File: src/hdl/predictor_defs.svh
/*
  Width and depth settings for the branch target buffer.
  BTB_INDEX_BITS may range from 2 to 12 and BTB_DEPTH follows from it.
  XLEN is fixed at 32 because the instruction word views assume RV32.
*/

`ifndef PREDICTOR_DEFS_SVH
`define PREDICTOR_DEFS_SVH

//////////////////////////////////////////////////////////////////////
// Datapath width
//////////////////////////////////////////////////////////////////////

// Address and data width
`define XLEN 32

//////////////////////////////////////////////////////////////////////
// Table geometry
//////////////////////////////////////////////////////////////////////

// Number of index bits into the target table
`define BTB_INDEX_BITS 6
// Entry count derived from the index width
`define BTB_DEPTH (1 << `BTB_INDEX_BITS)

// PC whose index the table reads while reset is high
`define RESET_VECTOR 32'h0000_1000

`endif

File: src/hdl/isaPkg.sv
/*
  RV32 instruction word views, opcode and funct3 encodings, and the
  one-hot control-flow class. Compressed encodings are not covered.
*/

`default_nettype none

package isaPkg;

  // B-type layout with the scattered branch immediate
  typedef struct packed {
    logic       immB12;
    logic [5:0] immB10_5;
    logic [4:0] rs2;
    logic [4:0] rs1;
    logic [2:0] funct3;
    logic [3:0] immB4_1;
    logic       immB11;
    logic [6:0] opcode;
  } bView_t;

  // I-type layout
  // The J immediate is rebuilt from immI, rs1 and funct3
  typedef struct packed {
    logic [11:0] immI;
    logic [4:0]  rs1;
    logic [2:0]  funct3;
    logic [4:0]  rd;
    logic [6:0]  opcode;
  } ijView_t;

  typedef union packed {
    logic [31:0] raw;
    bView_t      b;
    ijView_t     ij;
  } instrWord_t;

  // Major opcodes of control-flow instructions
  localparam logic [6:0] BRANCH = 7'b1100011;
  localparam logic [6:0] JAL    = 7'b1101111;
  localparam logic [6:0] JALR   = 7'b1100111;

  // Branch conditions
  localparam logic [2:0] BEQ  = 3'b000;
  localparam logic [2:0] BNE  = 3'b001;
  localparam logic [2:0] BLT  = 3'b100;
  localparam logic [2:0] BGE  = 3'b101;
  localparam logic [2:0] BLTU = 3'b110;
  localparam logic [2:0] BGEU = 3'b111;

  // One-hot class, zero means not control flow
  typedef logic [3:0] instrClass_t;

  localparam instrClass_t classNone   = 4'b0000;
  localparam instrClass_t classBranch = 4'b0001;
  localparam instrClass_t classJal    = 4'b0010;
  localparam instrClass_t classJalr   = 4'b0100;
  localparam instrClass_t classReturn = 4'b1000;

endpackage

`default_nettype wire

File: src/hdl/btbPkg.sv
/*
  Address, index and entry types of the target table.
  Compile after isaPkg since the entry holds an instruction class.
*/

`default_nettype none

`include "predictor_defs.svh"

package btbPkg;

  // Full-width byte address
  typedef logic [`XLEN-1:0] addr_t;

  // Hashed table index
  typedef logic [`BTB_INDEX_BITS-1:0] btbIndex_t;

  // One table entry
  // Valid bits live beside the array so reset can clear them at once
  typedef struct packed {
    isaPkg::instrClass_t cls;
    addr_t               target;
  } btbEntry_t;

endpackage

`default_nettype wire

File: src/hdl/instrDecoder.sv
/*
  Decode stage of the commit path. The instruction word and the
  operands must be stable while accept is high. Words that are not
  BRANCH, JAL or JALR decode to class zero with an immediate of 4.
*/

`timescale 1ns/1ps
`default_nettype none

`include "predictor_defs.svh"

module instrDecoder (
  input  logic                clk,
  input  logic                reset,
  input  logic                accept,
  input  logic [`XLEN-1:0]    instrWord,
  input  btbPkg::addr_t       instrPc,
  input  btbPkg::addr_t       rs1Value,
  input  btbPkg::addr_t       rs2Value,
  output logic                decodeValid,
  output isaPkg::instrClass_t decClass,
  output btbPkg::addr_t       decImm,
  output logic [2:0]          decFunct3,
  output btbPkg::addr_t       decPc,
  output btbPkg::addr_t       decRs1Value,
  output btbPkg::addr_t       decRs2Value
);

  isaPkg::instrWord_t  word;
  isaPkg::instrClass_t classNext;
  btbPkg::addr_t       immNext;

  assign word = instrWord;

  //////////////////////////////////////////////////////////////////////
  // Classification and immediate
  //////////////////////////////////////////////////////////////////////

  always_comb begin
    classNext = isaPkg::classNone;
    // Fall-through step so execute always adds pc and imm
    immNext   = `XLEN'(4);
    case (word.b.opcode)
      isaPkg::BRANCH: begin
        classNext = isaPkg::classBranch;
        // Branch offset gathered from the B view
        immNext   = {{(`XLEN-13){word.b.immB12}}, word.b.immB12, word.b.immB11,
                     word.b.immB10_5, word.b.immB4_1, 1'b0};
      end
      isaPkg::JAL: begin
        classNext = isaPkg::classJal;
        // J offset bits 19:12 sit where rs1 and funct3 are
        immNext   = {{(`XLEN-21){word.ij.immI[11]}}, word.ij.immI[11], word.ij.rs1,
                     word.ij.funct3, word.ij.immI[0], word.ij.immI[10:1], 1'b0};
      end
      isaPkg::JALR: begin
        // Return hint is rd x0 with rs1 as ra or t0
        if (word.ij.rd == 5'd0 && (word.ij.rs1 == 5'd1 || word.ij.rs1 == 5'd5))
          classNext = isaPkg::classReturn;
        else
          classNext = isaPkg::classJalr;
        immNext   = {{(`XLEN-12){word.ij.immI[11]}}, word.ij.immI};
      end
      default: ;
    endcase
  end

  // Valid flag follows accept by one cycle
  always_ff @(posedge clk) begin
    if (reset)
      decodeValid <= 1'b0;
    else
      decodeValid <= accept;
  end

  // Captured payload
  always_ff @(posedge clk) begin
    if (accept) begin
      decClass    <= classNext;
      decImm      <= immNext;
      decFunct3   <= word.b.funct3;
      decPc       <= instrPc;
      decRs1Value <= rs1Value;
      decRs2Value <= rs2Value;
    end
  end

  // At most one class bit may come out of the decoder
  assert property (@(posedge clk) disable iff (reset)
    decodeValid |-> $onehot0(decClass));

endmodule

`default_nettype wire

File: src/hdl/branchExecute.sv
/*
  Execute stage of the commit path. Targets are computed with a single
  adder over pc or rs1. PCs are assumed 4-byte aligned.
  Results hold until the next decodeValid.
*/

`timescale 1ns/1ps
`default_nettype none

module branchExecute (
  input  logic                clk,
  input  logic                reset,
  input  logic                decodeValid,
  input  isaPkg::instrClass_t decClass,
  input  btbPkg::addr_t       decImm,
  input  logic [2:0]          decFunct3,
  input  btbPkg::addr_t       decPc,
  input  btbPkg::addr_t       decRs1Value,
  input  btbPkg::addr_t       decRs2Value,
  output logic                executeValid,
  output isaPkg::instrClass_t exClass,
  output btbPkg::addr_t       exTarget,
  output logic                exTaken
);

  logic          isIndirect;
  btbPkg::addr_t base;
  btbPkg::addr_t sum;
  btbPkg::addr_t targetNext;
  logic          condMet;
  logic          takenNext;

  // jalr and return add to rs1 and everything else to pc
  assign isIndirect = decClass[2] | decClass[3];
  assign base       = isIndirect ? decRs1Value : decPc;
  assign sum        = base + decImm;
  // Indirect targets drop bit 0
  assign targetNext = isIndirect ? {sum[$bits(sum)-1:1], 1'b0} : sum;

  // Branch condition from funct3
  always_comb begin
    case (decFunct3)
      isaPkg::BEQ:  condMet = decRs1Value == decRs2Value;
      isaPkg::BNE:  condMet = decRs1Value != decRs2Value;
      isaPkg::BLT:  condMet = $signed(decRs1Value) <  $signed(decRs2Value);
      isaPkg::BGE:  condMet = $signed(decRs1Value) >= $signed(decRs2Value);
      isaPkg::BLTU: condMet = decRs1Value <  decRs2Value;
      isaPkg::BGEU: condMet = decRs1Value >= decRs2Value;
      default:      condMet = 1'b0;
    endcase
  end

  // Jumps always go, branches on condition, others never
  assign takenNext = decClass[0] ? condMet : |decClass[3:1];

  always_ff @(posedge clk) begin
    if (reset)
      executeValid <= 1'b0;
    else
      executeValid <= decodeValid;
  end

  always_ff @(posedge clk) begin
    if (decodeValid) begin
      exClass  <= decClass;
      exTarget <= targetNext;
      exTaken  <= takenNext;
    end
  end

  // Direct targets stay even-aligned given aligned PCs and decoded offsets
  assert property (@(posedge clk) disable iff (reset)
    executeValid && exTaken && (exClass[0] || exClass[1]) |-> !exTarget[0]);

endmodule

`default_nettype wire

File: src/hdl/predictorCommit.sv
/*
  Result stage and four-phase req/ack responder. One commit is in
  flight at a time. instrPc must stay stable until ack falls because
  the table write happens in the first ack cycle.
*/

`timescale 1ns/1ps
`default_nettype none

module predictorCommit (
  input  logic                clk,
  input  logic                reset,
  input  logic                req,
  output logic                ack,
  output logic                accept,
  input  logic                executeValid,
  input  isaPkg::instrClass_t exClass,
  input  btbPkg::addr_t       exTarget,
  input  logic                exTaken,
  input  logic                fetchPredValid,
  input  isaPkg::instrClass_t fetchPredClass,
  input  btbPkg::addr_t       fetchPredTarget,
  output isaPkg::instrClass_t actualClass,
  output btbPkg::addr_t       actualTarget,
  output logic                actualTaken,
  output logic                mispredict,
  output logic                writeEn,
  output isaPkg::instrClass_t writeClass,
  output btbPkg::addr_t       writeTarget,
  output logic                writeValid
);

  localparam logic [1:0] stIdle  = 2'd0;
  localparam logic [1:0] stBusy  = 2'd1;
  localparam logic [1:0] stAcked = 2'd2;

  logic [1:0]          state;
  isaPkg::instrClass_t predClassSeen;
  logic                classWrong;
  logic                mispredictNext;
  logic                needWrite;
  logic                finish;

  // A missing prediction counts as class zero
  assign predClassSeen  = fetchPredValid ? fetchPredClass : isaPkg::classNone;
  assign classWrong     = predClassSeen != exClass;
  assign mispredictNext = classWrong | (exTaken & (exTarget != fetchPredTarget));
  assign needWrite      = |exClass | classWrong;
  assign finish         = (state == stBusy) & executeValid;

  //////////////////////////////////////////////////////////////////////
  // Handshake FSM
  //////////////////////////////////////////////////////////////////////

  always_ff @(posedge clk) begin
    if (reset) begin
      state      <= stIdle;
      ack        <= 1'b0;
      accept     <= 1'b0;
      writeEn    <= 1'b0;
      mispredict <= 1'b0;
    end else begin
      accept  <= 1'b0;
      writeEn <= 1'b0;
      case (state)
        // ack is already low here
        stIdle: if (req) begin
          accept <= 1'b1;
          state  <= stBusy;
        end
        stBusy: if (executeValid) begin
          ack        <= 1'b1;
          writeEn    <= needWrite;
          mispredict <= mispredictNext;
          state      <= stAcked;
        end
        // Hold ack until the requester lets go
        stAcked: if (!req) begin
          ack   <= 1'b0;
          state <= stIdle;
        end
        default: state <= stIdle;
      endcase
    end
  end

  // Result and table write payload
  always_ff @(posedge clk) begin
    if (finish) begin
      actualClass  <= exClass;
      actualTarget <= exTarget;
      actualTaken  <= exTaken;
      writeClass   <= exClass;
      writeTarget  <= exTarget;
      writeValid   <= |exClass;
    end
  end

  // ack rises only for a request still held
  assert property (@(posedge clk) disable iff (reset) $rose(ack) |-> $past(req));
  // No new request while the previous one is acknowledged
  assert property (@(posedge clk) disable iff (reset) accept |-> !ack);

endmodule

`default_nettype wire

File: src/hdl/btbTable.sv
/*
  Direct-mapped target table with a registered lookup of one cycle.
  Entries carry no tag, so aliasing PCs share an entry.
  A read at the same edge as a write returns the old entry.
*/

`timescale 1ns/1ps
`default_nettype none

`include "predictor_defs.svh"

module btbTable (
  input  logic                clk,
  input  logic                reset,
  input  btbPkg::addr_t       lookupPc,
  input  logic                writeEn,
  input  btbPkg::addr_t       writePc,
  input  isaPkg::instrClass_t writeClass,
  input  btbPkg::addr_t       writeTarget,
  input  logic                writeValid,
  output logic                predValid,
  output isaPkg::instrClass_t predClass,
  output btbPkg::addr_t       predTarget
);

  logic [`BTB_DEPTH-1:0] validBits;
  btbPkg::btbEntry_t     entries [`BTB_DEPTH];
  btbPkg::btbEntry_t     readEntry;
  btbPkg::btbIndex_t     readIndex;
  btbPkg::btbIndex_t     writeIndex;

  //////////////////////////////////////////////////////////////////////
  // Index hash
  //////////////////////////////////////////////////////////////////////

  // Bit 0 is always zero and bit 1 is folded into the top index bit
  function automatic btbPkg::btbIndex_t hashPc(input btbPkg::addr_t pc);
    return {pc[`BTB_INDEX_BITS+1] ^ pc[1], pc[`BTB_INDEX_BITS:2]};
  endfunction

  // Reset gives a defined read index while fetch PC is not yet valid
  assign readIndex  = reset ? hashPc(`RESET_VECTOR) : hashPc(lookupPc);
  assign writeIndex = hashPc(writePc);

  //////////////////////////////////////////////////////////////////////
  // Storage
  //////////////////////////////////////////////////////////////////////

  // Valid bit tracks whether the stored class is control flow
  always_ff @(posedge clk) begin
    if (reset)
      validBits <= '0;
    else if (writeEn)
      validBits[writeIndex] <= writeValid;
  end

  always_ff @(posedge clk) begin
    if (writeEn)
      entries[writeIndex] <= '{cls: writeClass, target: writeTarget};
  end

  // Registered lookup
  always_ff @(posedge clk) begin
    if (reset)
      predValid <= 1'b0;
    else
      predValid <= validBits[readIndex];
  end

  always_ff @(posedge clk) begin
    readEntry <= entries[readIndex];
  end

  assign predClass  = readEntry.cls;
  assign predTarget = readEntry.target;

  // Only decoded classes ever reach a valid entry
  assert property (@(posedge clk) disable iff (reset)
    predValid |-> $onehot0(predClass));

endmodule

`default_nettype wire

File: src/hdl/branchPredictorTop.sv
/*
  Branch target buffer with its commit path. Lookup results follow
  lookupPc by one cycle. Commits use a four-phase req/ack handshake
  and all commit inputs stay stable from req rising to ack falling.
*/

`timescale 1ns/1ps
`default_nettype none

`include "predictor_defs.svh"

module branchPredictorTop (
  input  logic                clk,
  input  logic                reset,
  // Lookup side
  input  btbPkg::addr_t       lookupPc,
  output logic                predValid,
  output isaPkg::instrClass_t predClass,
  output btbPkg::addr_t       predTarget,
  // Commit side
  input  logic                req,
  output logic                ack,
  input  btbPkg::addr_t       instrPc,
  input  logic [`XLEN-1:0]    instrWord,
  input  btbPkg::addr_t       rs1Value,
  input  btbPkg::addr_t       rs2Value,
  input  logic                fetchPredValid,
  input  isaPkg::instrClass_t fetchPredClass,
  input  btbPkg::addr_t       fetchPredTarget,
  output isaPkg::instrClass_t actualClass,
  output btbPkg::addr_t       actualTarget,
  output logic                actualTaken,
  output logic                mispredict
);

  logic                accept;
  logic                decodeValid;
  isaPkg::instrClass_t decClass;
  btbPkg::addr_t       decImm;
  logic [2:0]          decFunct3;
  btbPkg::addr_t       decPc;
  btbPkg::addr_t       decRs1Value;
  btbPkg::addr_t       decRs2Value;
  logic                executeValid;
  isaPkg::instrClass_t exClass;
  btbPkg::addr_t       exTarget;
  logic                exTaken;
  logic                writeEn;
  isaPkg::instrClass_t writeClass;
  btbPkg::addr_t       writeTarget;
  logic                writeValid;

  instrDecoder decode_i (
    .clk, .reset, .accept, .instrWord, .instrPc, .rs1Value, .rs2Value,
    .decodeValid, .decClass, .decImm, .decFunct3, .decPc, .decRs1Value, .decRs2Value
  );

  branchExecute execute_i (
    .clk, .reset, .decodeValid, .decClass, .decImm, .decFunct3, .decPc,
    .decRs1Value, .decRs2Value, .executeValid, .exClass, .exTarget, .exTaken
  );

  // Result stage also paces the pipeline through accept
  predictorCommit commit_i (
    .clk, .reset, .req, .ack, .accept, .executeValid, .exClass, .exTarget, .exTaken,
    .fetchPredValid, .fetchPredClass, .fetchPredTarget,
    .actualClass, .actualTarget, .actualTaken, .mispredict,
    .writeEn, .writeClass, .writeTarget, .writeValid
  );

  // Write index comes straight from the held commit PC
  btbTable table_i (
    .clk, .reset, .lookupPc, .writeEn, .writePc(instrPc), .writeClass, .writeTarget,
    .writeValid, .predValid, .predClass, .predTarget
  );

endmodule

`default_nettype wire

File: config.mk
export PLATFORM = sky130hd
export DESIGN_NAME = branchPredictorTop
export DESIGN_NICKNAME = d
export VERILOG_FILES = /design/src/hdl/isaPkg.sv /design/src/hdl/btbPkg.sv /design/src/hdl/instrDecoder.sv /design/src/hdl/branchExecute.sv /design/src/hdl/predictorCommit.sv /design/src/hdl/btbTable.sv /design/src/hdl/branchPredictorTop.sv
export VERILOG_INCLUDE_DIRS = /design/src /design/src/hdl
export SDC_FILE = /design/constraint.sdc
export NUM_CORES = 2
export LEC_CHECK = 0
export BUFFER_PORTS_ARGS = -buffer_cell sky130_fd_sc_hd__buf_4
export CORE_AREA = 2 2 571 403
export DETAILED_ROUTE_END_ITERATION = 10
export DIE_AREA = 0 0 573 405
export PLACE_DENSITY = 0.59
export SETUP_SLACK_MARGIN = 0.4
export SYNTH_ARGS = -nofsm -noshare
export SYNTH_HDL_FRONTEND = slang
export SYNTH_SLANG_ARGS = --single-unit
File: constraint.sdc
create_clock -name clk -period 8.9 [get_ports clk]
set_clock_uncertainty 0.05 [all_clocks]
set_input_delay 1.78 -clock clk [delete_from_list [all_inputs] [get_ports clk]]
set_output_delay 1.78 -clock clk [all_outputs]
set_load 0.01 [all_outputs]
Word-level counts from Yosys, hierarchy flattened
Memories as Yosys holds them, arrays and structs flattened. A register that Yosys moved wholly into a read port is not among the register bits.
Index checks and enable logic that the tools add are counted.
{"block": "op_classes", "n_addsub": 1, "order_cmp": 7, "eq_ne": 19, "n_mux": 23, "bitwise_logic": 10, "n_reduce_logical": 14}
{"cell": "case mux 32 bit (3 select lines)", "n": 1}
{"cell": "bitwise mux 64 bit", "n": 1}
{"cell": ">= comparator 32 bit", "n": 2}
{"cell": "< comparator 32 bit", "n": 2}
{"cell": "inequality test 32 bit", "n": 2}
{"cell": "adder 32 bit", "n": 1}
{"cell": "equality test 32 bit", "n": 1}
{"cell": "2-to-1 mux 32 bit", "n": 1}
{"cell": "equality test 7 bit, second input constant", "n": 3}
{"cell": "< comparator 6 x 7 -> 1 bit, second input constant", "n": 2}
{"cell": "equality test 3 bit, second input constant", "n": 4}
{"cell": "case mux 4 bit (3 select lines)", "n": 1}
{"cell": "2-to-1 mux 1 bit", "n": 8}
{"cell": "2-to-1 mux 4 bit", "n": 2}
{"cell": "binary-select mux 1 bit (select 6 bit)", "n": 1}
{"cell": "demux 1 bit (select 6 bit)", "n": 1}
{"cell": ">= comparator 6 x 1 -> 1 bit, second input constant", "n": 1}
{"cell": "2-to-1 mux 2 bit", "n": 3}
{"cell": "2-to-1 mux 6 bit", "n": 1}
{"cell": "inequality test 2 bit, second input constant", "n": 3}
{"cell": "case mux 1 bit (6 select lines)", "n": 1}
{"cell": "case mux 2 bit (3 select lines)", "n": 1}
{"cell": "AND reduction 3 bit", "n": 2}
{"cell": "OR reduction 3 bit", "n": 2}
{"cell": "other kinds (20)", "n": 27}
{"block": "totals", "ff_bits": 283, "ramBits": 2304, "inputBits": 200, "elab_cells": 98, "mem_count": 1}
{"memory": "table_i.entries", "words": 64, "width": 36, "rd": 1, "rd_clocked_by_memory_dff": 1, "write_ports": 1, "line": "btbTable.sv:27", "source": "btbPkg::btbEntry_t entries [`BTB_DEPTH];"}

Longest topological paths before layout
{"block": "logic_depth", "ltp_word": 6, "mapped_depth": 14, "depth_no_buf": 13}

By module
A second synthesis with hierarchy kept.
{"block": "unflattened", "cells_unflattened": 6471, "hier_area_um2": 105005.7}
{"mod": "btbTable", "n_inst": 1, "cells_per_inst": 5714, "area_per_inst_um2": 94764.6, "seq_area_each_um2": 71208.3}
{"mod": "instrDecoder", "n_inst": 1, "cells_per_inst": 200, "area_per_inst_um2": 4277.9, "seq_area_each_um2": 3743.6}
{"mod": "branchExecute", "n_inst": 1, "cells_per_inst": 402, "area_per_inst_um2": 3872.5, "seq_area_each_um2": 1131.1}
{"mod": "predictorCommit", "n_inst": 1, "cells_per_inst": 155, "area_per_inst_um2": 2090.8, "seq_area_each_um2": 1261.2}

Worst setup path before layout
Ideal clock, no wire load.
{"block": "synth_timing", "path_type": "input to register", "from": "in instrPc[1]", "to": "mem table_i.entries[63][0] (netlist bit) (enable)", "setup_time_ns": 0.431, "t_arrival_ns": 4.016, "slack_ns": 4.403, "stages": 4, "n_path_buf": 1, "cell_sequence": "xor2_1 -> nand3_1 -> clkbuf_1 -> nor2_1"}
{"block": "synth_via", "elab_chain_len": 1}
{"element": "start, declared", "line": "branchPredictorTop.sv:23", "source": "input btbPkg::addr_t instrPc,"}
{"element": "bitwise XOR 1 bit", "line": "btbTable.sv:38", "source": "return {pc[`BTB_INDEX_BITS+1] ^ pc[1], pc[`BTB_INDEX_BITS:2]};"}
{"element": "end, declared", "line": "btbTable.sv:27"}
Every way passes these cells.

Final worst setup path
{"block": "layout_timing", "from": "in reset", "to": "reg table_i.predTarget[21] (netlist name)"}
{"block": "layout_via", "elab_chain_len": 1}
{"element": "start, declared", "line": "branchPredictorTop.sv:14", "source": "input logic reset,"}
{"element": "2-to-1 mux 6 bit", "line": "btbTable.sv:42", "source": "assign readIndex = reset ? hashPc(`RESET_VECTOR) : hashPc(lookupPc);"}
Every way passes these cells.
A chain may end at the register's enable or synchronous reset.

==> results.txt <==
Initial cell density of the core: 44.6%
Hold Crit Class: reg2reg
GR Overflow Total: 0
Post-DRT Antenna Nets: 0
Die X: 573 um
First DRT Iteration DRCs: 7052
Distinct cell type count after synthesis: 65
Cell Rows: 147
Finished Core Util: 50.8%
Routed vias: 56000
Post-synthesis mux area share: 9.91%
Cell leakage power: 37.3 nW
Share of the synthesized area in the top cell type: 74.1%
Initial antenna violation count: 18
Synth cell count leaders: edfxtp_1 (2503), nand2_1 (387), a211oi_1 (327)
Ys flop type: edfxtp_1
Nets: 6237
Detailed Routing Iterations Pass 1: 5
Crit path max fanout: 66
Drt drc: 0
Status: finished, final reports clean
Worst Tran Pin Value: 1.25 ns
Unrepaired setup endpoints after global routing: no
Synth Area in XOR/XNOR: 0.569%
Root cell of the clock tree: clkbuf_16
P&R area growth vs syn: 13.9%
Hold Buf Count CTS: 0
Post-Place Setup Slack: 2.62 ns
Clock Latency Late Sink: 0.90 ns
Die height: 405 um
Seq/Total Area, Yosys: 76.3%
RePlAce Congestion: 0.822
Yosys reg bits: 2612
Worst Slack Setup Final: 3.49 ns
Finished Cell Area: 0.116 mm2
Final HPWL DP: 158000 um
TNS Setup: 0 ns
Count leader, synth: edfxtp_1
Synth top area cells: edfxtp_1 (74%), mux4_2 (6.7%), mux2i_1 (2.8%), a211oi_1 (2.4%), dfxtp_1 (2.2%)
Clock Path Buffers: 4
Fin. Hold Viols: 0
Syn Inst Count: 5657
Final Max Tran Viols: 0
Worst Path Class, Setup: in2reg
Post-synth ARST share: 0%
Synth area leader: edfxtp_1
H-tree depth: 4
CTS tree: yes
Post-synth EDFFs: 2503
Type of origin of the critical path: primary input
Crit share post-route: 60.8%
Max-cap viol count: 0
Mean Syn Cell Area: 17.9 um2
Fill cells: 18600
Main combinational cell family by area after synthesis: multiplexers
Power per Cell Area: 218 mW/mm2
Arr. time, crit path: 6.09 ns
Layout cells sized above 1: 19.8%
Maximum VDD drop: 0.000163 V
CTS buffer count: 244
Post-CTS Setup Bufs: 0
Worst Path Required: 9.58 ns
Final wirelength: 290000 um
Vias per inst: 6.07
Finish-stage setup viols: 0
Clk sinks: 2612
All-Layer GR Usage: 24.5%
Post-DR wirelength/cell: 31.4 um
Pin count of the biggest net entering global routing: 108
F_max: 185 MHz
Post-cts resize count: 0
Placement Cell Area: 0.108 mm2
Final min period: 5.41 ns
Cell Area, Synth: 0.101 mm2
Vias in the first global route: 54500
Yosys warnings: 0
Reg2reg setup slack: 4.16 ns
First-pass GRT wire length: 408000 um
Nature of the critical path endpoint: flip-flop
Die area: 0.232 mm2
Syn nets: 5921
Synth Area in Compound Gates: 7.35%
Io pins: 276
Core ar.: 0.227 mm2
Clock-pin slew on the worst setup and hold paths: 0.07 ns
Max_slew headroom: 16.9%
Simple-gate portion of the synthesized area: 3.27%
Port buffer count: 250
Post-Synth Adder-Cell Area: 0.797%
Pwr Total: 25.2 mW
-- per-stage QoR --
step	instances	hold WS, ns
floorplan	5657	0.370
global placement	8781	0.403
detailed placement	8781	0.415
CTS	9224	0.425
global route	9225	0.432
finish	9228	0.427
-- cells by family after synthesis --
family,Yosys count
flip-flops,2612
buffers and inverters,410
AND/OR/NAND/NOR,759
adder cells (fa/ha/maj),64
multiplexers,621
AO/OA/AOI/OAI,1126
XOR/XNOR,65
-- layout by cell type, fill, tap and decap left out, types with 88 or more instances in the layout --
master     instances
o22ai_1          294
nand2_1          387
o21ai_0           88
dfxtp_1          107
nor3_1           151
a211oi_1         327
mux2i_1          288
buf_4            414
a21oi_1          174
edfxtp_1        2503
clkbuf_16        246
mux4_2           303
-- area by class of cell --
type	count	area, um2	share of cell area (%)
clock inverters	130	1260	1.09
diodes	4	10.0	0.00867
clock buffers	313	6650	5.76
inverters	46	173	0.149
well taps	3054	3820	3.31
multi-input cells	2635	22700	19.7
flip-flops and latches	2612	77300	67.0
repair buffers	434	3500	3.03
-- state kept, by name (all words and copies together) (netlist names), 3 cells and up --
signal,flops
decode_i.decFunct3,3
execute_i.exTarget,32
table_i.predTarget,32
decode_i.decClass,4
commit_i.writeTarget,32
decode_i.decImm,21
execute_i.exClass,4
table_i.validBits,64
table_i.entries,2304
decode_i.decRs1Value,32
decode_i.decRs2Value,32
table_i.predClass,4
decode_i.decPc,32
commit_i.writeClass,4
-- routing by layer --
| layer | track usage, % | up-vias | share of wire, % |
|---|---|---|---|
| met2 | 37.4 | 2518 | 45 |
| met3 | 4.95 | 391 | 9.1 |
| met1 | 36.3 | 29400 | 43 |
| met5 | 0 | - | 0.013 |
| met4 | 5.96 | 6 | 2.5 |
| li1 | - | 23700 | - |
-- critical path, cell delays in order --
cell and delay (ns):
buf_4 0.44, nand2b_4 0.61, buf_12 0.38, buf_4 0.63
mux4_2 0.59, nand2_1 0.09, a31oi_1 0.15, a21oi_1 0.98
a21oi_1 0.15
-- report_power, final --
group	leakage [nW]	switching [mW]	internal, mW	total [mW]
clock network	3.88	4.56	5.89	10.5
logic	9.99	0.819	0.469	1.29
registers	23.5	0.0696	13.4	13.4
total	37.3	5.45	19.7	25.2
-- final timing paths --
path	startpoint	endpoint	cells past startpoint
worst max register to register	decode_i.decClass[3]	execute_i.exTarget[28]	12
worst max-delay path	reset	table_i.predTarget[21]	9
worst min register to register	table_i.validBits[56]	table_i.validBits[56]	2
worst min-delay path	table_i.validBits[56]	table_i.validBits[56]	2
No activity file was read; power rests on OpenSTA's default activity.
